===== config.mk =====
export PLATFORM = sky130hd
export DESIGN_NAME = memArbiter_flat
export DESIGN_NICKNAME = d
export VERILOG_FILES = /design/src/design/fetchPkg.sv /design/src/design/memBus.sv /design/src/design/memArbiter.sv /design/src/flat_wrapper.sv
export VERILOG_INCLUDE_DIRS = /design/src /design/src/design
export SDC_FILE = /design/constraint.sdc
export NUM_CORES = 1
export LEC_CHECK = 0
export BUFFER_PORTS_ARGS = -buffer_cell sky130_fd_sc_hd__buf_2
export CAP_MARGIN = 15
export CORE_AREA = 2 2 230 232
export CTS_BUF_LIST = sky130_fd_sc_hd__clkbuf_8 sky130_fd_sc_hd__clkbuf_16
export DETAILED_ROUTE_END_ITERATION = 10
export DIE_AREA = 0 0 232 234
export PLACE_DENSITY = 0.3
export SYNTH_ARGS = -nofsm -noshare
export SYNTH_HDL_FRONTEND = slang
export SYNTH_SLANG_ARGS = --single-unit

===== constraint.sdc =====
create_clock -name clk -period 2.23 [get_ports clk]
set_clock_uncertainty 0.15 [all_clocks]
set_input_delay 0.1115 -clock clk [delete_from_list [all_inputs] [get_ports clk]]
set_output_delay 0.1115 -clock clk [all_outputs]
set_load 0.05 [all_outputs]

===== src/design/fetch_params.svh =====
`ifndef FETCH_PARAMS_SVH
`define FETCH_PARAMS_SVH

// Instruction and address width.
`define WORD_SIZE 32

// Cache line geometry.
`define LINE_WORDS 4
`define LINE_SIZE 128
`define ICACHE_LINES 16

// Backing instruction memory.
`define IMEM_WORDS 1024
`define MEM_LATENCY 3

// Reset PC and the canonical NOP, addi x0,x0,0.
`define PC_INITIAL 32'h0000_0000
`define NOP_INSTR 32'h0000_0013

`endif


===== src/design/fetchPkg.sv =====
package fetchPkg;

   // Refill machine of the instruction cache.
   typedef enum logic [1:0] {
      cacheIdle    = 2'd0,
      cacheRequest = 2'd1,
      cacheFill    = 2'd2
   } cacheState;

   // Arbiter grant state.
   // Busy states lock the memory to one requester until ready.
   typedef enum logic [1:0] {
      arbFree   = 2'd0,
      arbCache  = 2'd1,
      arbLoader = 2'd2
   } arbState;

   // Current owner of the instruction memory.
   typedef enum logic {
      ownerCache  = 1'b0,
      ownerLoader = 1'b1
   } memOwner;

endpackage


===== src/design/memBus.sv =====
`timescale 1ns/10ps
`include "fetch_params.svh"

// One memory transaction between a requester and the memory side.
// The requester holds req and the request fields until ready.
interface memBus;

   logic                  req;
   logic                  write;
   // Word address, not byte address.
   logic [`WORD_SIZE-1:0] addr;
   logic [`WORD_SIZE-1:0] wdata;
   logic [`LINE_SIZE-1:0] rline;
   // Single-cycle completion pulse.
   logic                  ready;

   modport requester (
      output req, write, addr, wdata,
      input  rline, ready
   );

   modport memory (
      input  req, write, addr, wdata,
      output rline, ready
   );

endinterface


===== src/design/memArbiter.sv =====
`timescale 1ns/10ps
`include "fetch_params.svh"

module memArbiter (
   input  logic     clk,
   input  logic     rst,
   memBus.memory    cacheSide,
   memBus.memory    loaderSide,
   memBus.requester memSide
);

   fetchPkg::arbState state;
   fetchPkg::arbState nextState;
   fetchPkg::memOwner owner;

   // Locked owner while busy, loader first when free.
   always_comb begin
      case (state)
         fetchPkg::arbCache:  owner = fetchPkg::ownerCache;
         fetchPkg::arbLoader: owner = fetchPkg::ownerLoader;
         default: begin
            owner = loaderSide.req ? fetchPkg::ownerLoader : fetchPkg::ownerCache;
         end
      endcase
   end

   always_comb begin
      if (owner == fetchPkg::ownerLoader) begin
         memSide.req   = loaderSide.req;
         memSide.write = loaderSide.write;
         memSide.addr  = loaderSide.addr;
         memSide.wdata = loaderSide.wdata;
      end else begin
         memSide.req   = cacheSide.req;
         memSide.write = cacheSide.write;
         memSide.addr  = cacheSide.addr;
         memSide.wdata = cacheSide.wdata;
      end
      // Responses go back to the owner only.
      cacheSide.ready  = memSide.ready && (owner == fetchPkg::ownerCache);
      cacheSide.rline  = (owner == fetchPkg::ownerCache) ? memSide.rline : '0;
      loaderSide.ready = memSide.ready && (owner == fetchPkg::ownerLoader);
      loaderSide.rline = (owner == fetchPkg::ownerLoader) ? memSide.rline : '0;
   end

   always_comb begin
      nextState = state;
      case (state)
         fetchPkg::arbFree: begin
            if (memSide.req) begin
               nextState = (owner == fetchPkg::ownerLoader) ? fetchPkg::arbLoader
                                                            : fetchPkg::arbCache;
            end
         end
         fetchPkg::arbCache, fetchPkg::arbLoader: begin
            if (memSide.ready) begin
               nextState = fetchPkg::arbFree;
            end
         end
         default: begin
            nextState = fetchPkg::arbFree;
         end
      endcase
   end

   always_ff @(posedge clk or posedge rst) begin
      if (rst) begin
         state <= fetchPkg::arbFree;
      end else begin
         state <= nextState;
      end
   end

endmodule


===== src/flat_wrapper.sv =====
// flat-port wrapper written by rule: the top's interface ports become plain ports
module memArbiter_flat 
  (clk, rst, cacheSide_req, cacheSide_write, cacheSide_addr, cacheSide_wdata, cacheSide_rline, cacheSide_ready, loaderSide_req, loaderSide_write, loaderSide_addr, loaderSide_wdata, loaderSide_rline, loaderSide_ready, memSide_req, memSide_write, memSide_addr, memSide_wdata, memSide_rline, memSide_ready);
  memBus cacheSide_i ();
  memBus loaderSide_i ();
  memBus memSide_i ();
  input  logic clk;
  input  logic rst;
  input wire logic [$bits(cacheSide_i.req)-1:0] cacheSide_req;
  input wire logic [$bits(cacheSide_i.write)-1:0] cacheSide_write;
  input wire logic [$bits(cacheSide_i.addr)-1:0] cacheSide_addr;
  input wire logic [$bits(cacheSide_i.wdata)-1:0] cacheSide_wdata;
  output wire logic [$bits(cacheSide_i.rline)-1:0] cacheSide_rline;
  output wire logic [$bits(cacheSide_i.ready)-1:0] cacheSide_ready;
  input wire logic [$bits(loaderSide_i.req)-1:0] loaderSide_req;
  input wire logic [$bits(loaderSide_i.write)-1:0] loaderSide_write;
  input wire logic [$bits(loaderSide_i.addr)-1:0] loaderSide_addr;
  input wire logic [$bits(loaderSide_i.wdata)-1:0] loaderSide_wdata;
  output wire logic [$bits(loaderSide_i.rline)-1:0] loaderSide_rline;
  output wire logic [$bits(loaderSide_i.ready)-1:0] loaderSide_ready;
  output wire logic [$bits(memSide_i.req)-1:0] memSide_req;
  output wire logic [$bits(memSide_i.write)-1:0] memSide_write;
  output wire logic [$bits(memSide_i.addr)-1:0] memSide_addr;
  output wire logic [$bits(memSide_i.wdata)-1:0] memSide_wdata;
  input wire logic [$bits(memSide_i.rline)-1:0] memSide_rline;
  input wire logic [$bits(memSide_i.ready)-1:0] memSide_ready;
  assign cacheSide_i.req = cacheSide_req;
  assign cacheSide_i.write = cacheSide_write;
  assign cacheSide_i.addr = cacheSide_addr;
  assign cacheSide_i.wdata = cacheSide_wdata;
  assign cacheSide_rline = cacheSide_i.rline;
  assign cacheSide_ready = cacheSide_i.ready;
  assign loaderSide_i.req = loaderSide_req;
  assign loaderSide_i.write = loaderSide_write;
  assign loaderSide_i.addr = loaderSide_addr;
  assign loaderSide_i.wdata = loaderSide_wdata;
  assign loaderSide_rline = loaderSide_i.rline;
  assign loaderSide_ready = loaderSide_i.ready;
  assign memSide_req = memSide_i.req;
  assign memSide_write = memSide_i.write;
  assign memSide_addr = memSide_i.addr;
  assign memSide_wdata = memSide_i.wdata;
  assign memSide_i.rline = memSide_rline;
  assign memSide_i.ready = memSide_ready;
  memArbiter u_core (.clk(clk), .rst(rst), .cacheSide(cacheSide_i), .loaderSide(loaderSide_i), .memSide(memSide_i));
endmodule

==> impl_results.md <==
* Status: finished with violations
* Failing checks: negative setup slack
* Arrival time worst endpoint at 2.20 ns
* Sum of negative setup slack at -37.31 ns
* Die area at 54,300 um2
* Sinks on Clock Net at 2
* CP Max Fanout at 6
* Worst vdd ir at 760 uV
* Antenna Cells at 0
* Dpl cells at 1,649
* WS Path Type: flop to output pin
* CTS tree: done
* Critical-path top delay cell: dfrtp_1
* H-tree Lvls at 1
* Clk pin slew, worst setup/hold paths at 0.03 ns
* Yosys cell types at 20
* Vias per cell at 3.08
* Row count at 84
* Final hold vios at 0
* Synth Net Count at 643
* Gr usage total at 7.61%
* Largest Register: u_core.state
* Final Non-Filler Cells at 1,687
* Final Cycle Share at 110%
* CP max stage delay at 0.36 ns
* Worst relative slew slack at 63.2%
* Leakage at 4.94 nW
* Initial DRC Count at 101
* Layout cells sized above 1 at 77.7%
* Hpwl dp at 18,600 um
* Die H at 234 um
* Initial Util at 5.32%
* Final worst slack at -0.234 ns
* Sequential area share after synthesis at 1.81%
* Synthesized area at 2770 um2
* First-pass GRT wire length at 30,500 um
* Largest regs: u_core.state: 2 flops
* Drt pass-1 iters at 4
* Total grt overflow at 0
* CTS root buf: clkbuf_16
* Initial antenna violation count at 5
* Fillers at 5,723
* Area growth, synth to finish at 253%
* Startpoint types: flop
* DR WL/cell at 14.8 um
* GP Congestion at 0.760
* Vias in the first global route at 4,929
* Routed Antenna Nets at 0
* WP data required at 1.97 ns
* Endpoints failing setup at 309
* Register-to-register setup slack at 0.31 ns
* Largest net degree at the start of global routing at 23
* Fmax at 0.406 GHz
* RSZ-0062 raised after global routing: true
* Slew @ Worst Pin at 0.544 ns
* Drt drc at 0
* Slew Limit Fails at 0
* DIE WIDTH at 232 um
* Total Wirelength at 24,900 um
* Port bufs at 586
* Register bit count reported by yosys at 2
* Core area at 52,000 um2
* Critical path endpoint category: output pin
* Number of flip-flops in the largest register at 2
* Max cap viols at 0
* Clock buffer depth at 2
* IO Pins at 587
* Nets at 1,266
* PD cells at 1760 nW/um2
* Hold WC Path Type: input port to async pin
* Period minus WS final at 2.46 ns
* Synthesized area per cell at 7.32 um2
* Cell count after synthesis at 378
* CTS Buf Count at 3
* Number of synthesis warnings at 0
* Clk Latency, worst-skew pair at 0.22 ns
* CP Cell Sequence: inv_2 -> ha_4 -> mux2i_4 -> buf_12 -> buf_16 -> clkbuf_16 -> mux2_4 -> buf_6
* Vias post-DR at 5,195
-- through the flow --
stage	utilization [%]	area (um2)	power (mW)	hold WS (ns)	setup slack, ns
floorplan	-	2790	9.14	-0.297	-0.0539
global route	18.8	9760	17.9	0.183	-0.329
finish	18.8	9760	17.2	0.145	-0.234
detailed placement	13.0	6770	12.0	-0.185	-0.118
global placement	13.0	6770	12.1	-0.185	-0.0991
CTS	16.3	8470	15.2	0.154	-0.263
-- cell usage in the layout, fill, tap and decap left out --
cell type	instances
o311ai_1	1
and2_4	28
bufbuf_16	1
buf_4	39
dfrtp_1	2
or2b_1	1
nor3b_1	1
ha_4	1
ha_1	1
mux2i_4	1
nor2b_1	105
inv_2	2
buf_8	91
dlygate4sd3_1	1
nor2_1	2
mux2i_1	2
a21boi_0	1
and2_1	101
mux2_2	9
buf_6	150
buf_16	11
nor2b_2	16
nand4bb_1	1
clkbuf_16	10
buf_2	336
nand2_1	1
nand2b_1	1
mux2_4	56
buf_12	17
nor2b_4	8
inv_1	2
-- cell type report --
class                   count  area [um2]  share of cell area (%)
multi-input cells         337        2870                    29.4
repair buffers            653        5890                    60.4
clock buffers               3        75.1                   0.769
inverters                   4        15.0                   0.154
well taps                 688         861                    8.82
flip-flops and latches      2        50.0                   0.513
-- report_power, final --
group	internal, mW	switching [mW]
combinational	6.85	10.0
clock	0.228	0.0435
sequential	0.0523	0.00790
total	7.13	10.1
-- layer usage --
metal	routed length [um]	global-route usage [%]	vias to the layer above
li1	-	-	2437
met1	9000	8.27	2381
met2	13800	15.9	350
met3	1620	0.596	27
met4	471	1.36	0
met5	0	0	-
-- path summary, 6_finish.rpt --
kind	startpoint	endpoint	cells after the start
hold reg to reg	u_core.state[0]	u_core.state[0]	2
max in group asynchronous	rst	u_core.state[0]	3
setup / recovery	u_core.state[1]	memSide_addr[18]	8
setup reg to reg	u_core.state[1]	u_core.state[0]	6
hold / removal	rst	u_core.state[1]	3
min in group clk	loaderSide_req	u_core.state[1]	3
-- cell usage after synthesis, drive strengths merged --
library cell | number | area [um2]
or2b | 1 | 7.51
nor3b | 1 | 7.51
buf | 27 | 189
inv | 4 | 15.0
nor2 | 2 | 7.51
nand4bb | 1 | 11.3
and2 | 129 | 807
nand2 | 1 | 3.75
mux2i | 3 | 42.5
a21boi | 1 | 7.51
dfrtp | 2 | 50.1
o311ai | 1 | 8.76
nor2b | 129 | 807
mux2 | 65 | 732
clkbuf | 8 | 40.0
ha | 2 | 25.0
nand2b | 1 | 6.26
-- logic make-up after synthesis --
| logic type | count (synthesis) | share of synthesized area [%] |
|---|---|---|
| AO/OA/AOI/OAI | 2 | 0.588 |
| adder cells (fa/ha/maj) | 2 | 0.904 |
| buffers and inverters | 39 | 8.82 |
| flip-flops | 2 | 1.81 |
| multiplexers | 68 | 28.0 |
| AND/OR/NAND/NOR | 265 | 59.9 |
-- critical path, delay by kind of cell, from the launching register on --
family	cells	cell delay [ns]
muxes	2	0.62
buffers and inverters	5	0.71
DFF	1	0.36
adders and majority gates	1	0.28
-- timing repair --
action	in CTS	in global routing
endpoints found under the hold margin	2	0
hold buffers	1	0
pin swaps	0	12
gates resized for setup	405	323
cloned	11	8
setup buffers	7	10
endpoints found under the setup margin	316	323
Note: power is estimated with default switching activity, not from simulation.
