$ cat config.mk
export PLATFORM = sky130hd
export DESIGN_NAME = programCounter
export DESIGN_NICKNAME = d
export VERILOG_FILES = /design/src/design/programCounter.sv
export VERILOG_INCLUDE_DIRS = /design/src /design/src/design
export SDC_FILE = /design/constraint.sdc
export NUM_CORES = 1
export LEC_CHECK = 0
export BUFFER_PORTS_ARGS = -buffer_cell sky130_fd_sc_hd__buf_2
export CORE_ASPECT_RATIO = 1.25
export CORE_MARGIN = 2
export CORE_UTILIZATION = 41
export CTS_BUF_LIST = sky130_fd_sc_hd__clkbuf_8
export DETAILED_ROUTE_END_ITERATION = 10
export HOLD_SLACK_MARGIN = 0.12
export PLACE_DENSITY = 0.73
export SETUP_SLACK_MARGIN = 0.05
export SLEW_MARGIN = 20
export SYNTH_ARGS = -nofsm -noshare
export SYNTH_HDL_FRONTEND = slang
export SYNTH_SLANG_ARGS = --single-unit
$ cat constraint.sdc
create_clock -name clk -period 4.6 [get_ports clk]
set_clock_uncertainty 0.15 [all_clocks]
set_input_delay 0.46 -clock clk [delete_from_list [all_inputs] [get_ports clk]]
set_output_delay 0.46 -clock clk [all_outputs]
set_load 0.005 [all_outputs]
$ cat src/design/fetch_params.svh
`ifndef FETCH_PARAMS_SVH
`define FETCH_PARAMS_SVH

// Instruction and address width.
`define WORD_SIZE 32

// Cache line geometry.
`define LINE_WORDS 4
`define LINE_SIZE 128
`define ICACHE_LINES 16

// Backing instruction memory.
`define IMEM_WORDS 1024
`define MEM_LATENCY 3

// Reset PC and the canonical NOP, addi x0,x0,0.
`define PC_INITIAL 32'h0000_0000
`define NOP_INSTR 32'h0000_0013

`endif

$ cat src/design/programCounter.sv
`timescale 1ns/10ps
`include "fetch_params.svh"

module programCounter (
   input  logic                  clk,
   input  logic                  rst,
   input  logic                  pcSrc,
   input  logic [`WORD_SIZE-1:0] pcTarget,
   input  logic                  hold,
   output logic [`WORD_SIZE-1:0] pc,
   output logic [`WORD_SIZE-1:0] pcPlus4
);

   localparam logic [`WORD_SIZE-1:0] instrBytes = 4;

   logic [`WORD_SIZE-1:0] pcNext;

   // Sequential address.
   assign pcPlus4 = pc + instrBytes;

   // Redirect from execute wins over the sequential path.
   assign pcNext = pcSrc ? pcTarget : pcPlus4;

   always_ff @(posedge clk or posedge rst) begin
      if (rst) begin
         pc <= `PC_INITIAL;
      end else if (!hold) begin
         pc <= pcNext;
      end
   end

endmodule

==> results.py, run 1 <==
metrics = {
    "synth": {
        "ys_seq_area_share_pct": 32.8,
        "synth_edf_count": 0,
        "netlist_top_cells_area": "dfrtp_1 33%, xnor2_1 7.2%, a22oi_1 4.6%, nor2_1 4.5%, nand3_1 4.3%",
        "synth.most_common_cell": "dfrtp_1",
        "yosys-top-cells-count": "32 x dfrtp_1, 29 x nor2_1, 26 x nand2_1",
        "synth_flop_cell": "dfrtp_1",
        "muxShareOfSynthArea_pct": 2.46,
        "ys_warn_count": 0,
        "syn-num-nets": 324,
        "async_reset_ff_share_pct": 100,
        "synth_compound_area_share_pct": 17.3,
        "synth_fa_ha_area_share_pct": 0.513,
        "synth_xor_area_share_pct": 10.1,
        "synth-seq-cells": 32,
        "synth_cells": 287,
        "syn_area_um2": 2440,
        "ys_types": 53,
        "synth-simple-area-share_pct": 31.6,
        "avgSynthCellArea_um2": 8.50,
        "synth_top_area_cell": "dfrtp_1",
        "synth_top_area_share_pct": 32.8,
        "synth_top_family_by_area": "simple AND/OR/NAND/NOR gates",
    },
    "detailed_routing": {
        "ant_nets": 0,
        "routed_wl_um": 6640,
        "vias": 2481,
        "vias_per_cell": 5.63,
        "drt-initial-drc-count": 149,
        "drt-wirelength-per-cell_um": 15.0,
        "first_pass_iters": 4,
        "drc": 0,
    },
    "hold_path": {
        "min_path_type": "in2reg",
        "hold_path_depth": 3,
    },
    "timing": {
        "final_max_slew_viol_count": 0,
        "hold_viol_final": 0,
        "timing.fmax_ghz": 0.324,
        "fin_crit_sh_pct": 67.1,
        "finalSetupTns_ns": 0,
        "finalCriticalPeriod_ns": 3.09,
        "slew_headroom_pct": 46.4,
        "rsz0062_at_grt": "false",
        "setup_viol": 0,
        "tightestPinTransition_ns": 0.805,
        "setup_ws_ns": 1.51,
    },
    "floorplanning": {
        "start_util_pct": 42.2,
        "die_h_um": 90.2,
        "die_x_um": 73.0,
        "fp-row-count": 31,
        "core_um2": 5780,
        "dieArea_um2": 6580,
        "ioPinCount": 100,
    },
    "cells_and_area": {
        "multi_input_area_um2": 1510,
        "largestRegisters": "pc (32)",
        "fillers": 566,
        "drive_gt1_share_pct": 34.4,
        "syn_to_final_growth_pct": 24.5,
        "n_antenna_cell": 0,
        "regArea_um2": 801,
        "nNetsFinal": 411,
        "largest_reg_flops": 32,
        "largest_register": "pc",
    },
    "global_routing": {
        "antenna_found_initial": 0,
        "grt_util_all_layers_pct": 20.4,
        "grt_first_pass_wirelength_um": 10700,
        "grtUsageMet3_pct": 5.49,
        "grtUsageMet1_pct": 27.3,
        "grt_pass1_vias": 2226,
        "grt_max_degree": 52,
        "met2_usage_pct": 32.4,
        "gr-max-usage-layer": "met2",
        "grt_overflow": 0,
    },
    "worst_setup_path": {
        "path_max_fanout": 8,
        "reg2reg_depth": 6,
        "endpoint_kind": "primary output",
        "start_kind": "register",
        "critPathArrivalTime_ns": 2.48,
        "regToRegSetupSlack_ns": 2.27,
        "critPathRequiredTime_ns": 3.99,
        "worstSetupPathType": "reg2out",
    },
    "place": {
        "dp_slack_ns": 1.64,
        "dpl.hpwl_um": 4840,
        "port_buffers": 99,
        "place_congestion": 0.819,
    },
    "clocking": {
        "cts_buffer_depth": 2,
        "cts_post_setup_buffers_inserted": 0,
        "htree_levels": 2,
        "clk_pin_slew_ns": 0.07,
        "cts_buffers": 5,
        "cts_root_buf": "clkbuf_8",
        "postCtsHoldBufs": 1,
        "worstSkewPairLatency_ns": 0.30,
        "cts_tree": "done",
        "cts_resized": 0,
        "cts_sinks": 32,
    },
    "power": {
        "peakVddDrop_v": 0.000182,
        "p_leak_nw": 1.35,
        "power_density_nw_per_um2": 300,
    },
    "outcome": {
        "run_status": "complete, no violations",
    },
    "job": {
        "cap_violations": 0,
    },
}
==> logic make-up (layout without fill, tap and decap cells) <==
| kind of cell | Yosys count | count (layout) |
|---|---|---|
| and+or+nand+nor | 127 | 127 |
| AOI/OAI and AO/OA | 63 | 63 |
| DFF | 32 | 32 |
| buffers and inverters | 30 | 118 |
| xor gates and xnor gates | 28 | 28 |
| muxes | 6 | 6 |
| adders and majority gates | 1 | 1 |
==> final timing paths <==
kind                             start     endpoint
max in group asynchronous          rst       pc[18]
max reg2reg                      pc[2]       pc[18]
max                              pc[2]  pcPlus4[30]
min reg2reg                      pc[1]        pc[1]
min                        pcTarget[0]        pc[0]
min in group asynchronous          rst       pc[13]
==> critical path: stages, from the launching register on <==
cell and delay, ns:
dfrtp_1 0.49, ha_1 0.31, nand3_2 0.21, nor3_4 0.36, nand3_2 0.18, nor4_2 0.35
xor2_1 0.16, buf_2 0.12
==> final cells by class <==
| type | instances | share of cell area [%] |
|---|---|---|
| Clock buffer | 6 | 2.72 |
| Clock inverter | 2 | 0.330 |
| Inverter | 8 | 0.989 |
| Multi-Input combinational cell | 225 | 49.7 |
| Sequential cell | 32 | 26.4 |
| Tap cell | 66 | 2.72 |
| Timing Repair Buffer | 102 | 17.1 |
==> per-stage QoR <==
stage / std cells / power, mW / area [um^2] / util, % / hold slack [ns]
after floorplan: 287 / 0.562 / 2440 / - / 0.343
after detailed placement: 432 / 0.685 / 2930 / 50.7 / 0.335
after CTS: 441 / 0.919 / 3040 / 52.5 / 0.205
after global routing: 441 / 0.975 / 3040 / 52.5 / 0.204
after global placement: 432 / 0.679 / 2930 / 50.7 / 0.325
final: 441 / 0.911 / 3040 / 52.5 / 0.208
==> layout by cell type, fill, tap and decap left out, drive strengths merged, types with 4 or more instances in the layout <==
cell	count
xor2	8
inv	7
and4	4
clkbuf	6
o21ai	16
and3	4
nor3	10
nor4	5
nor2	31
a21oi	9
mux2i	6
buf	101
a22oi	15
nand3	25
nand2	26
dfrtp	32
o211ai	4
nand4	9
a31oi	4
xnor2	20
==> per-layer routing <==
metal | routed length, um | vias to the layer above
li1 | - | 1223
met1 | 2750 | 1140
met2 | 3220 | 110
met3 | 587 | 8
met4 | 78 | 0
met5 | 0 | -
==> where the power goes <==
group	switching, mW	total, mW	internal, mW
logic	0.129	0.268	0.139
clock network	0.114	0.233	0.119
registers	0.0880	0.410	0.322
total	0.331	0.911	0.580
(Power assumes the default switching activity.)
==> run 2, diff against run 1 <==
ABC_AREA = 1   (was unset)
PLACE_DENSITY = 0.75   (was 0.73)
clock period = 2.7 ns   (was 4.6 ns; I/O delays follow)
==> results.py, run 2 <==
metrics = {
    "global_routing": {
        "antenna_found_initial": 0,
        "grt_pass1_vias": 2654,
        "grt_util_all_layers_pct": 22.6,
        "grt_overflow": 0,
        "grt_first_pass_wirelength_um": 12100,
        "grt_max_degree": 34,
    },
    "detailed_routing": {
        "ant_nets": 0,
        "drt-initial-drc-count": 131,
        "wl_met3_um": 452,
        "drt-wirelength-per-cell_um": 12.6,
        "routed_wl_um": 7380,
        "vias_per_cell": 4.79,
        "first_pass_iters": 4,
        "wl_met2_um": 3750,
        "wl_met1_um": 3010,
        "vias": 2796,
        "drc": 0,
        "top_layer_used": "met4",
    },
    "clocking": {
        "cts_sinks": 32,
        "clk_pin_slew_ns": 0.07,
        "cts_buffers": 5,
        "cts_tree": "done",
        "cts_buffer_depth": 2,
        "worstSkewPairLatency_ns": 0.29,
        "cts_root_buf": "clkbuf_8",
        "htree_levels": 2,
        "cts_resized": 0,
    },
    "hold_path": {
        "min_path_type": "in2reg",
    },
    "place": {
        "place_congestion": 0.940,
        "dpl.hpwl_um": 5680,
        "port_buffers": 99,
    },
    "floorplanning": {
        "dieArea_um2": 6900,
        "die_x_um": 74.7,
        "die_h_um": 92.4,
        "fp-row-count": 32,
        "ioPinCount": 100,
        "start_util_pct": 41.8,
        "core_um2": 6130,
    },
    "cells_and_area": {
        "regArea_um2": 801,
        "multi_input_area_um2": 1490,
        "layout_commonest_cell": "nand2_1",
        "layout_common_cells": "147 x nand2_1, 99 x buf_2, 52 x inv_1, 48 x nand3_1, 32 x dfrtp_1",
        "syn_to_final_growth_pct": 31.5,
        "fillers": 596,
        "nNetsFinal": 535,
        "largestRegisters": "pc (32)",
        "largest_reg_flops": 32,
        "largest_register": "pc",
        "drive_gt1_share_pct": 29.5,
        "n_antenna_cell": 0,
    },
    "timing": {
        "finalSetupTns_ns": 0,
        "timing.fmax_ghz": 0.448,
        "fin_crit_sh_pct": 82.7,
        "setup_viol": 0,
        "holdWs_ns": 0.131,
        "tightestPinTransition_ns": 0.648,
        "hold_viol_final": 0,
        "final_max_slew_viol_count": 0,
        "finalCriticalPeriod_ns": 2.23,
        "slew_headroom_pct": 56.8,
        "rsz0062_at_grt": "false",
    },
    "synth": {
        "netlist_top_cells_area": "dfrtp_1 31%, nand2_1 22%, nand3_1 9.4%, inv_1 7.6%, nor2_1 4.5%",
        "synth_flop_cell": "dfrtp_1",
        "synth-seq-cells": 32,
        "yosys-top-cells-count": "147 x nand2_1, 52 x inv_1, 48 x nand3_1",
        "avgSynthCellArea_um2": 6.58,
        "synth_top_area_cell": "dfrtp_1",
        "synth_cells": 389,
        "syn-num-nets": 426,
        "synth.most_common_cell": "nand2_1",
        "ys_seq_area_share_pct": 31.3,
        "syn_area_um2": 2560,
        "synth_edf_count": 0,
        "synth_top_area_share_pct": 31.3,
        "ys_types": 23,
        "ys_warn_count": 0,
        "async_reset_ff_share_pct": 100,
    },
    "worst_setup_path": {
        "worstSetupPathType": "reg2out",
        "critPathRequiredTime_ns": 2.28,
        "path_max_fanout": 5,
        "endpoint_kind": "primary output",
        "critPathArrivalTime_ns": 1.81,
        "start_kind": "register",
    },
    "outcome": {
        "run_status": "complete, no violations",
    },
    "power": {
        "power_density_nw_per_um2": 473,
        "p_leak_nw": 1.88,
        "peakVddDrop_v": 0.000322,
    },
    "job": {
        "cap_violations": 0,
    },
}
[run 2: worst paths after layout]
check,start,endpoint,cells past startpoint,slack (ns)
min reg2reg,pc[0],pc[0],1,0.38
min in group asynchronous,rst,pc[0],3,0.46
max reg2reg,pc[3],pc[30],10,0.96
min,pcTarget[17],pc[17],5,0.13
max,pc[3],pcPlus4[12],7,0.47
max in group asynchronous,rst,pc[10],4,1.24
[run 2: through the flow]
stage / instances / area [um^2] / total power, mW / setup slack, ns / util (%)
2_1_floorplan: 389 / 2560 / 0.901 / 1.02 / -
3_3_place_gp: 564 / 3140 / 1.11 / 0.833 / 51.2
3_5_place_dp: 564 / 3140 / 1.12 / 0.780 / 51.2
4_1_cts: 584 / 3370 / 1.61 / 0.450 / 55.0
5_1_grt: 584 / 3370 / 1.70 / 0.303 / 55.0
6_report: 584 / 3370 / 1.59 / 0.468 / 55.0
[run 2: final cells by class]
class	count	share of cell area [%]
well taps	85	3.16
clock inverters	3	1.26
flip-flops and latches	32	23.8
multi-input cells	288	44.2
inverters	55	6.13
clock buffers	5	2.04
repair buffers	116	19.4
[run 2: kinds of logic after synthesis]
family,synth area share [%]
simple gates,45.3
buf+inv,10.6
flops,31.3
compound gates,4.30
xor+xnor,7.18
mux,0.879
fa+ha+maj,0.488
[run 2: routing by layer]
metal | track usage (%) | vias to the layer above
li1 | - | 1401
met1 | 27.5 | 1277
met2 | 39.2 | 104
met3 | 4.13 | 14
met4 | 7.44 | 0
met5 | 0 | -
[run 2: repair_timing]
item	in CTS	in global routing
endpoints found under the setup margin	0	0
buffers inserted	0	0
hold endpoints to repair	27	0
hold buffers	12	0
[run 2: critical path, stage by stage (launching register included)]
cell	delay (ns)
dfrtp_1	0.43
ha_1	0.25
nand2_2	0.08
nor2_4	0.12
nand2_4	0.13
nor2_8	0.15
xor2_1	0.21
buf_2	0.15
[run 2: power breakdown]
group | internal [mW] | switching, mW
clock | 0.273 | 0.189
combinational | 0.218 | 0.263
sequential | 0.545 | 0.103
