### config.mk
export PLATFORM = sky130hd
export DESIGN_NAME = programLoader_flat
export DESIGN_NICKNAME = d
export VERILOG_FILES = /design/src/design/memBus.sv /design/src/design/programLoader.sv /design/src/flat_wrapper.sv
export VERILOG_INCLUDE_DIRS = /design/src /design/src/design
export SDC_FILE = /design/constraint.sdc
export NUM_CORES = 1
export LEC_CHECK = 0
export BUFFER_PORTS_ARGS = -buffer_cell sky130_fd_sc_hd__buf_2
export CORE_AREA = 5 5 99 101
export DETAILED_ROUTE_END_ITERATION = 10
export DIE_AREA = 0 0 104 106
export GPL_TIMING_DRIVEN = 0
export HOLD_SLACK_MARGIN = 0.12
export PLACE_DENSITY_LB_ADDON = 0.25
export SLEW_MARGIN = 0
export SYNTH_ARGS = -nofsm -noshare
export SYNTH_HDL_FRONTEND = slang
export SYNTH_SLANG_ARGS = --single-unit
### constraint.sdc
create_clock -name clk -period 6.1 [get_ports clk]
set_input_delay 0.915 -clock clk [delete_from_list [all_inputs] [get_ports clk]]
set_output_delay 0.915 -clock clk [all_outputs]
set_load 0.1 [all_outputs]
### src/design/fetch_params.svh
`ifndef FETCH_PARAMS_SVH
`define FETCH_PARAMS_SVH

// Instruction and address width.
`define WORD_SIZE 32

// Cache line geometry.
`define LINE_WORDS 4
`define LINE_SIZE 128
`define ICACHE_LINES 16

// Backing instruction memory.
`define IMEM_WORDS 1024
`define MEM_LATENCY 3

// Reset PC and the canonical NOP, addi x0,x0,0.
`define PC_INITIAL 32'h0000_0000
`define NOP_INSTR 32'h0000_0013

`endif

### src/design/memBus.sv
`timescale 1ns/10ps
`include "fetch_params.svh"

// One memory transaction between a requester and the memory side.
// The requester holds req and the request fields until ready.
interface memBus;

   logic                  req;
   logic                  write;
   // Word address, not byte address.
   logic [`WORD_SIZE-1:0] addr;
   logic [`WORD_SIZE-1:0] wdata;
   logic [`LINE_SIZE-1:0] rline;
   // Single-cycle completion pulse.
   logic                  ready;

   modport requester (
      output req, write, addr, wdata,
      input  rline, ready
   );

   modport memory (
      input  req, write, addr, wdata,
      output rline, ready
   );

endinterface

### src/design/programLoader.sv
`timescale 1ns/10ps
`include "fetch_params.svh"

module programLoader (
   input  logic                  clk,
   input  logic                  rst,
   input  logic                  loadValid,
   // Byte address of a word-aligned instruction.
   input  logic [`WORD_SIZE-1:0] loadAddr,
   input  logic [`WORD_SIZE-1:0] loadData,
   output logic                  loadBusy,
   output logic                  loadDone,
   memBus.requester              mem
);

   logic                  pending;
   logic                  accept;
   logic [`WORD_SIZE-1:0] pendAddr;
   logic [`WORD_SIZE-1:0] pendData;

   // New writes are only taken when nothing is pending.
   assign accept   = loadValid && !pending;
   assign loadBusy = pending;

   assign mem.req   = pending;
   assign mem.write = 1'b1;
   assign mem.addr  = pendAddr;
   assign mem.wdata = pendData;

   always_ff @(posedge clk or posedge rst) begin
      if (rst) begin
         pending  <= 1'b0;
         loadDone <= 1'b0;
      end else begin
         loadDone <= pending && mem.ready;
         if (pending && mem.ready) begin
            pending <= 1'b0;
         end else if (accept) begin
            pending <= 1'b1;
         end
      end
   end

   // Bus addresses words.
   always_ff @(posedge clk) begin
      if (accept) begin
         pendAddr <= {2'b00, loadAddr[`WORD_SIZE-1:2]};
         pendData <= loadData;
      end
   end

endmodule

### src/flat_wrapper.sv
// flat-port wrapper written by rule: the top's interface ports become plain ports
module programLoader_flat 
  (clk, rst, loadValid, loadAddr, loadData, loadBusy, loadDone, mem_req, mem_write, mem_addr, mem_wdata, mem_rline, mem_ready);
  memBus mem_i ();
  input  logic clk;
  input  logic rst;
  input  logic loadValid;
  input  logic [`WORD_SIZE-1:0] loadAddr;
  input  logic [`WORD_SIZE-1:0] loadData;
  output logic loadBusy;
  output logic loadDone;
  output wire logic [$bits(mem_i.req)-1:0] mem_req;
  output wire logic [$bits(mem_i.write)-1:0] mem_write;
  output wire logic [$bits(mem_i.addr)-1:0] mem_addr;
  output wire logic [$bits(mem_i.wdata)-1:0] mem_wdata;
  input wire logic [$bits(mem_i.rline)-1:0] mem_rline;
  input wire logic [$bits(mem_i.ready)-1:0] mem_ready;
  assign mem_req = mem_i.req;
  assign mem_write = mem_i.write;
  assign mem_addr = mem_i.addr;
  assign mem_wdata = mem_i.wdata;
  assign mem_i.rline = mem_rline;
  assign mem_i.ready = mem_ready;
  programLoader u_core (.clk(clk), .rst(rst), .loadValid(loadValid), .loadAddr(loadAddr), .loadData(loadData), .loadBusy(loadBusy), .loadDone(loadDone), .mem(mem_i));
endmodule
==> results of run 1 <==
worst paths after layout:
kind / endpoint / slack (ps) / cells after the start
max in group asynchronous: u_core.loadDone / 5560 / 2
min in group clk: u_core.loadBusy / 630 / 1
min: u_core.loadBusy / 430 / 2
max reg2reg: u_core.mem.wdata[16] / 4300 / 2
min reg2reg: u_core.loadBusy / 630 / 1
max: mem_req / 3850 / 2
cells by family after synthesis:
| kind of cell | after synthesis | share of synthesized area |
|---|---|---|
| buffers and inverters | 6 | 0.0190 |
| AO/OA/AOI/OAI | 1 | 0.00379 |
| flip-flops | 64 | 0.966 |
| other | 2 | 0.00379 |
| AND/OR/NAND/NOR | 2 | 0.00759 |
cells in the mapped netlist (all sizes together):
library cell  number  area share
inv                2      0.0038
nor2b              1      0.0044
buf                4       0.015
dfrtp              2       0.025
a21o               1      0.0038
conb               2      0.0038
and2               1      0.0032
edfxtp            62        0.94
per-stage QoR:
| stage | cells | utilization |
|---|---|---|
| after floorplan | 76 | - |
| after global placement | 317 | 0.310 |
| after detailed placement | 318 | 0.313 |
| after CTS | 334 | 0.334 |
| after global routing | 334 | 0.334 |
| final | 334 | 0.334 |
final cells by class:
class,instances,share of cell area
sequential,64,0.640
timing repair buffer,131,0.225
tap,111,0.0465
clock buffer,10,0.0427
clock inverter,6,0.0201
multi-input combinational,6,0.0130
buffer,4,0.0101
inverter,2,0.00251
worst max-delay path: stages, from the launching register on:
cell and delay (ps):
dfrtp_1 460, buf_4 140, buf_2 410
registers in the layout (all words and copies together) (netlist names):
register          count
u_core.mem.wdata     32
u_core.loadBusy       1
u_core.loadDone       1
u_core.mem.addr      30
cells in the final DEF (no fill, tap or decap):
master,n
a21o_1,1
and2_1,1
buf_12,1
buf_2,130
buf_4,4
bufinv_16,1
clkbuf_1,1
clkbuf_8,9
clkinv_1,1
clkinv_2,2
clkinv_4,1
clkinvlp_4,1
conb_1,3
dfrtp_1,2
edfxtp_1,62
inv_1,2
nor2b_4,1
per-layer routing:
metal | up-vias | wire (µm)
met5 | - | 16
li1 | 567 | -
met1 | 565 | 1870
met4 | 2 | 75
met2 | 93 | 1880
met3 | 8 | 923
report_power, final:
group | internal (mW) | leakage (nW) | switching, mW
clock | 0.187 | 0.0937 | 0.159
combinational | 0.0405 | 0.580 | 0.265
sequential | 0.522 | 0.610 | 0.00818
==> out/metrics.cfg, run 1 <==
[timing]
hold_violations = 0
slew_violations = 0
fin_worst_skew_ps = 4.74
layout_setup_ws_ps = 3850
worst_pin_slew_ps = 890
fin_crit_sh = 0.369
fin_crit_ps = 2250
setup_viol = 0
rsz0062_at_grt = no
maxSlewHeadroom = 0.406
holdWs_ps = 430
tns_ps = 0
fmax_mhz = 444

[die]
initial_core_util = 0.222
die_area_um2 = 11000
chipHeight_um = 106
io_pins = 264
coreArea_um2 = 8930
die_x_um = 104
std_cell_rows = 35

[clock_network]
cts_resized = 0
cts_max_level = 3
clk_latency_ps = 330
hold_buffers = 0
cts_made_buffers = 9
cts_sinks = 64
cts_tree = built
cts_root_buf = clkbuf_8
postCtsSetupBuffers = 0
clkTransAtPathRegs_ps = 70
cts.path.max_buffers = 2

[yosys]
ys_types = 8
syn-cell-area_um2 = 1980
synth_seq_area_share = 0.966
ys_ff_latch = 64
yosysWarnings = 0
synth_cells = 75
synth.avg_cell_area_um2 = 26.4

[cells_and_area]
multi_input_area_um2 = 38.8
fin_area_um2 = 2990
nets = 414
register_area_um2 = 1910
drive_gt1_frac = 0.673
antennaDiodeCount = 0
area_delta_synth_final_pct = 50.8
fillCellCount = 921

[critical_path]
cp-start-kind = flip-flop
r2r_start = u_core.loadBusy
crit_start = u_core.loadBusy
path_class = reg -> out
cp-end-kind = primary output
worstPathRequired_ps = 5180
critPathMaxFanout = 5
cp.arrival_ps = 1340

[hold_path]
hold_class = in -> async

[route]
drtIter0Drc = 52
wire_per_inst_um = 14.3
routed_via_density = 3.70
drc = 0
finalWirelength_um = 4770
dr.pass1.iters = 4
vias = 1235
drtAntennaViolNets = 0

[grt]
grt_max_degree = 34
grt_busiest_layer = met2
gr-usage-all-layers = 0.0861
met1_usage = 0.0953
grt_remaining_overflow = 0
use_met2 = 0.110
grt_pass1_vias = 1377
gr-usage-met3 = 0.0838
antenna_found_initial = 1
grt_first_pass_wirelength_um = 7130

[power_and_ir_drop]
powerDensity_nw_per_um2 = 396
power_leakage_nw = 1.28
total_power_mw = 1.18
peakVddDrop_mv = 0.211

[placed_design]
place_ws_ps = 3720
place_area_um2 = 2800
gp_congestion = 0.660
portBuffers = 130
dp_hpwl_um = 3630

[run_status]
status = finished, final reports clean

[job]
maxCapViolCount = 0

Note: power is estimated with default switching activity, not from simulation.
==> run 2, diff against run 1 <==
--- a/config.mk
+++ b/config.mk
@@ -7,9 +7,9 @@
 export NUM_CORES = 1
 export LEC_CHECK = 0
 export BUFFER_PORTS_ARGS = -buffer_cell sky130_fd_sc_hd__buf_2
-export CORE_AREA = 5 5 99 101
+export CORE_AREA = 5 5 98 100
 export DETAILED_ROUTE_END_ITERATION = 10
-export DIE_AREA = 0 0 104 106
+export DIE_AREA = 0 0 103 105
 export GPL_TIMING_DRIVEN = 0
 export HOLD_SLACK_MARGIN = 0.12
 export PLACE_DENSITY_LB_ADDON = 0.25
==> constraint.sdc (replaced) <==
create_clock -name clk -period 1.9 [get_ports clk]
set_input_delay 0.285 -clock clk [delete_from_list [all_inputs] [get_ports clk]]
set_output_delay 0.285 -clock clk [all_outputs]
set_load 0.1 [all_outputs]
==> run 2 against run 1 <==
Net effect:
- sequential power increased to 3.2 times the previous value
- die area decreased by 1.9%
- global-route usage increased by 2.6 points
- clock skew decreased by 0.76 ps
- sequential cell count unchanged
- critical path depth increased by 1
- clock-buffer cell count decreased by 1
- core utilization increased by 8.9 points
- setup slack got worse by 3600 ps
- cell count increased by 18%
- via count increased by 18%
- register-to-register slack got worse by 4100 ps
- largest power group unchanged
==> out/metrics.cfg, run 2 (synthesis gave the netlist of run 1 again) <==
[die]
io_pins = 264
coreArea_um2 = 8590
initial_core_util = 0.230
std_cell_rows = 34
die_area_um2 = 10800
die_x_um = 103
chipHeight_um = 105

[timing]
fin_crit_ps = 1650
maxSlewHeadroom = 0.630
holdWs_ps = 155
slew_violations = 0
fin_worst_skew_ps = 3.98
rsz0062_at_grt = no
setup_viol = 0
fin_crit_sh = 0.869
hold_violations = 0
tns_ps = 0
worst_pin_slew_ps = 558
fmax_mhz = 606

[power_and_ir_drop]
powerDensity_nw_per_um2 = 1080
power_leakage_nw = 1.55
total_power_mw = 3.91
peakVddDrop_mv = 0.436

[grt]
grt_first_pass_wirelength_um = 8870
grt_max_degree = 28
gr-usage-all-layers = 0.112
grt_remaining_overflow = 0
grt_pass1_vias = 1671
antenna_found_initial = 0

[clock_network]
cts_made_buffers = 9
cts.path.max_buffers = 2
cts_sinks = 64
clkTransAtPathRegs_ps = 70
cts_tree = built
cts_max_level = 3
clk_latency_ps = 330
cts_root_buf = clkbuf_8

[cells_and_area]
fin_area_um2 = 3630
drive_gt1_frac = 0.531
final_cell_mix = buf_2 (130), dlygate4sd3_1 (62), edfxtp_1 (62), clkbuf_8 (9), buf_4 (4)
nets = 477
antennaDiodeCount = 0
area_delta_synth_final_pct = 83.5
final_common_cell = buf_2
largest_reg_flops = 32

[route]
drtAntennaViolNets = 0
finalWirelength_um = 6170
dr.pass1.iters = 4
drc = 0
drtIter0Drc = 68
vias = 1462
routed_via_density = 3.71
wire_per_inst_um = 15.7

[critical_path]
path_class = reg -> reg
worstPathRequired_ps = 1930
critPathMaxFanout = 27
cp-start-kind = flip-flop
r2r_start = u_core.loadBusy
cp-end-kind = flip-flop
cp.arrival_ps = 1680
crit_start = u_core.loadBusy

[placed_design]
place_area_um2 = 2830
gp_congestion = 0.616
portBuffers = 130
dp_hpwl_um = 4150

[hold_path]
hold_start = loadData[31]
hold_class = in -> reg

[run_status]
status = finished, final reports clean

[job]
maxCapViolCount = 0

## run 2: final timing paths
path,endpoint,slack [ps],depth (start not counted)
hold reg to reg,u_core.loadDone,600,1
max in group asynchronous,u_core.loadBusy,1410,3
min in group asynchronous,u_core.loadDone,360,3
setup reg to reg,u_core.mem.wdata[3],250,3
hold / removal,u_core.mem.wdata[31],150,1
setup / recovery,u_core.mem.wdata[3],250,3
## run 2: power breakdown
group          total [mW]  internal (mW)  switching, mW
logic                1.11          0.225          0.882
clock network        1.10          0.592          0.510
registers            1.70           1.68         0.0280
total                3.91           2.49           1.42
## run 2: metrics by stage
stage / setup slack, ps / utilization / cells
after floorplan: -134 / - / 76
after CTS: 214 / 0.419 / 391
after global placement: -365 / 0.323 / 314
after detailed placement: 221 / 0.329 / 316
final: 250 / 0.423 / 394
after global routing: 167 / 0.423 / 394
## run 2: cell type report
cell class                      instances  area [µm²]
Fill cell                             822        4960
Sequential cell                        64        1920
Timing Repair Buffer                  194        1320
Tap cell                              108         135
Clock buffer                            9         124
Clock inverter                          7        62.6
Multi-Input combinational cell          6        38.8
Buffer                                  4        30.0
Inverter                                2        7.51
## run 2: worst max-delay path, cell delays in order (launching register included)
cell,delay [ps]
dfrtp_4,510
nor2b_4,370
buf_12,250
buf_16,200
## run 2: layer usage
metal  wire (µm)  global-route usage
met3        1110               0.101
met4          47              0.0250
met2        2880               0.178
met5           0                   0
met1        2130               0.109
## run 2: repair_timing
item	in CTS	in global routing
hold endpoints to repair	60	3
resized for setup	0	0
setup buffers	0	0
hold buffers	59	3
setup endpoints to repair	0	0
==> run 3, diff against run 2 <==
--- a/config.mk
+++ b/config.mk
@@ -12,7 +12,7 @@
 export DIE_AREA = 0 0 103 105
 export GPL_TIMING_DRIVEN = 0
 export HOLD_SLACK_MARGIN = 0.12
-export PLACE_DENSITY_LB_ADDON = 0.25
+export PLACE_DENSITY = 0.62
 export SLEW_MARGIN = 0
 export SYNTH_ARGS = -nofsm -noshare
 export SYNTH_HDL_FRONTEND = slang
==> run 3 against run 2 <==
Net effect:
- first-iteration DRC count shrank 26%
- register-to-register slack lost 120 ps
- sequential power barely moved
==> out/metrics.cfg, run 3 (synthesis gave the netlist of run 1 again) <==
[grt]
grt_first_pass_wirelength_um = 8740
gr-usage-all-layers = 0.112
grt_pass1_vias = 1656
grt_max_degree = 26
antenna_found_initial = 0
grt_remaining_overflow = 0

[route]
drc = 0
wire_per_inst_um = 15.2
finalWirelength_um = 5970
drtAntennaViolNets = 0
routed_via_density = 3.70
vias = 1450
drtIter0Drc = 50
dr.pass1.iters = 4

[power_and_ir_drop]
powerDensity_nw_per_um2 = 1080
p_sw_frac = 0.358
internal-power_mw = 2.50
clock_power_share = 0.277
power_leakage_nw = 1.55
combinationalPowerShare = 0.285
total_power_mw = 3.89
peakVddDrop_mv = 0.416
p_sw_mw = 1.39
seqPwrFrac = 0.438

[die]
chipHeight_um = 105
coreArea_um2 = 8590
std_cell_rows = 34
initial_core_util = 0.230
die_x_um = 103
die_area_um2 = 10800
io_pins = 264

[critical_path]
cp-end-kind = flip-flop
cp.arrival_ps = 1800
cp_slowest_stage_delay_ps = 530
critPathMaxFanout = 25
path_class = reg -> reg
worst-path-buf-inv = 2
cpMostUsedCell = buf_16
crit_slowest_cell = nor2b_4
cp-start-kind = flip-flop
path_cells = nor2b_4 -> buf_16 -> buf_16
worstPathRequired_ps = 1930
path_delay_family = simple AND/OR/NAND/NOR gates

[clock_network]
cts_tree = built
cts_max_level = 3
cts.path.max_buffers = 2
clkTransAtPathRegs_ps = 70
postCtsSetupBuffers = 0
cts_made_buffers = 9
cts_resized = 0
cts_sinks = 64
clk_latency_ps = 320
cts_root_buf = clkbuf_8

[placed_design]
gp_congestion = 0.643
dp_hpwl_um = 4310
place_ws_ps = 109
portBuffers = 130
post-place-cells = 316

[cells_and_area]
nets = 475
area_delta_synth_final_pct = 82.5
final_cell_mix = buf_2 (130), edfxtp_1 (62), dlygate4sd3_1 (60), clkbuf_8 (9), buf_4 (4)
drive_gt1_frac = 0.528
final_cells = 392
largest_reg_flops = 32
final_common_cell = buf_2
antennaDiodeCount = 0
fillCellCount = 841

[timing]
rsz0062_at_grt = no
slew_violations = 0
maxSlewHeadroom = 0.578
fin_worst_skew_ps = 6.52
fin_crit_ps = 1770
fin_crit_sh = 0.929
worst_pin_slew_ps = 632
holdWs_ps = 148
tns_ps = 0
hold_violations = 0
setup_viol = 0
layout_setup_ws_ps = 134
fmax_mhz = 566

[hold_path]
hold_class = in -> reg

[job]
maxCapViolCount = 0

[run_status]
status = finished, final reports clean

## run 3: layer usage
layer	global-route usage	routed length, µm
met1	0.112	2020
met2	0.180	3040
met3	0.0759	884
met4	0.0472	31
met5	0	0
## run 3: worst paths after layout
check / start / endpoint / slack [ps] / cells after the start
max in group asynchronous: rst / u_core.loadBusy / 1410 / 3
worst min register to register: u_core.loadBusy / u_core.loadBusy / 580 / 1
worst max-delay path: u_core.loadBusy / u_core.mem.addr[2] / 130 / 3
worst max register to register: u_core.loadBusy / u_core.mem.addr[2] / 130 / 3
min in group asynchronous: rst / u_core.loadBusy / 360 / 3
worst min-delay path: loadData[1] / u_core.mem.wdata[1] / 150 / 1
## run 3: power groups by stage
stage,combinational (mW),sequential (mW),clock (mW)
after floorplan,0.103,2.44,0
after global placement,0.980,1.73,0
after detailed placement,1.01,1.73,0
after CTS,1.11,1.70,1.13
after global routing,1.14,1.71,1.20
final,1.11,1.70,1.08
## run 3: metrics by stage
stage | instance area [µm²] | util
3_3_place_gp | 2780 | 0.323
3_5_place_dp | 2830 | 0.330
5_1_grt | 3610 | 0.420
2_1_floorplan | 1990 | -
4_1_cts | 3570 | 0.416
6_report | 3610 | 0.420
## run 3: worst register-to-register path: stages, from the launching register on
cell	delay, ps
dfrtp_4	500
nor2b_4	530
buf_16	250
buf_16	200
## run 3: what timing repair did
action / in CTS / in global routing
setup endpoints to repair: 0 / 0
hold endpoints to repair: 57 / 4
hold buffers: 56 / 4
## run 3: cell type report
cell class / instances / area (µm²) / area share
plain buffers: 4 / 30.0 / 0.00831
clock buffers: 11 / 131 / 0.0364
clock inverters: 5 / 47.5 / 0.0132
inverters: 2 / 7.51 / 0.00208
multi-input cells: 6 / 38.8 / 0.0107
flip-flops and latches: 64 / 1920 / 0.530
well taps: 108 / 135 / 0.0374
repair buffers: 192 / 1310 / 0.362
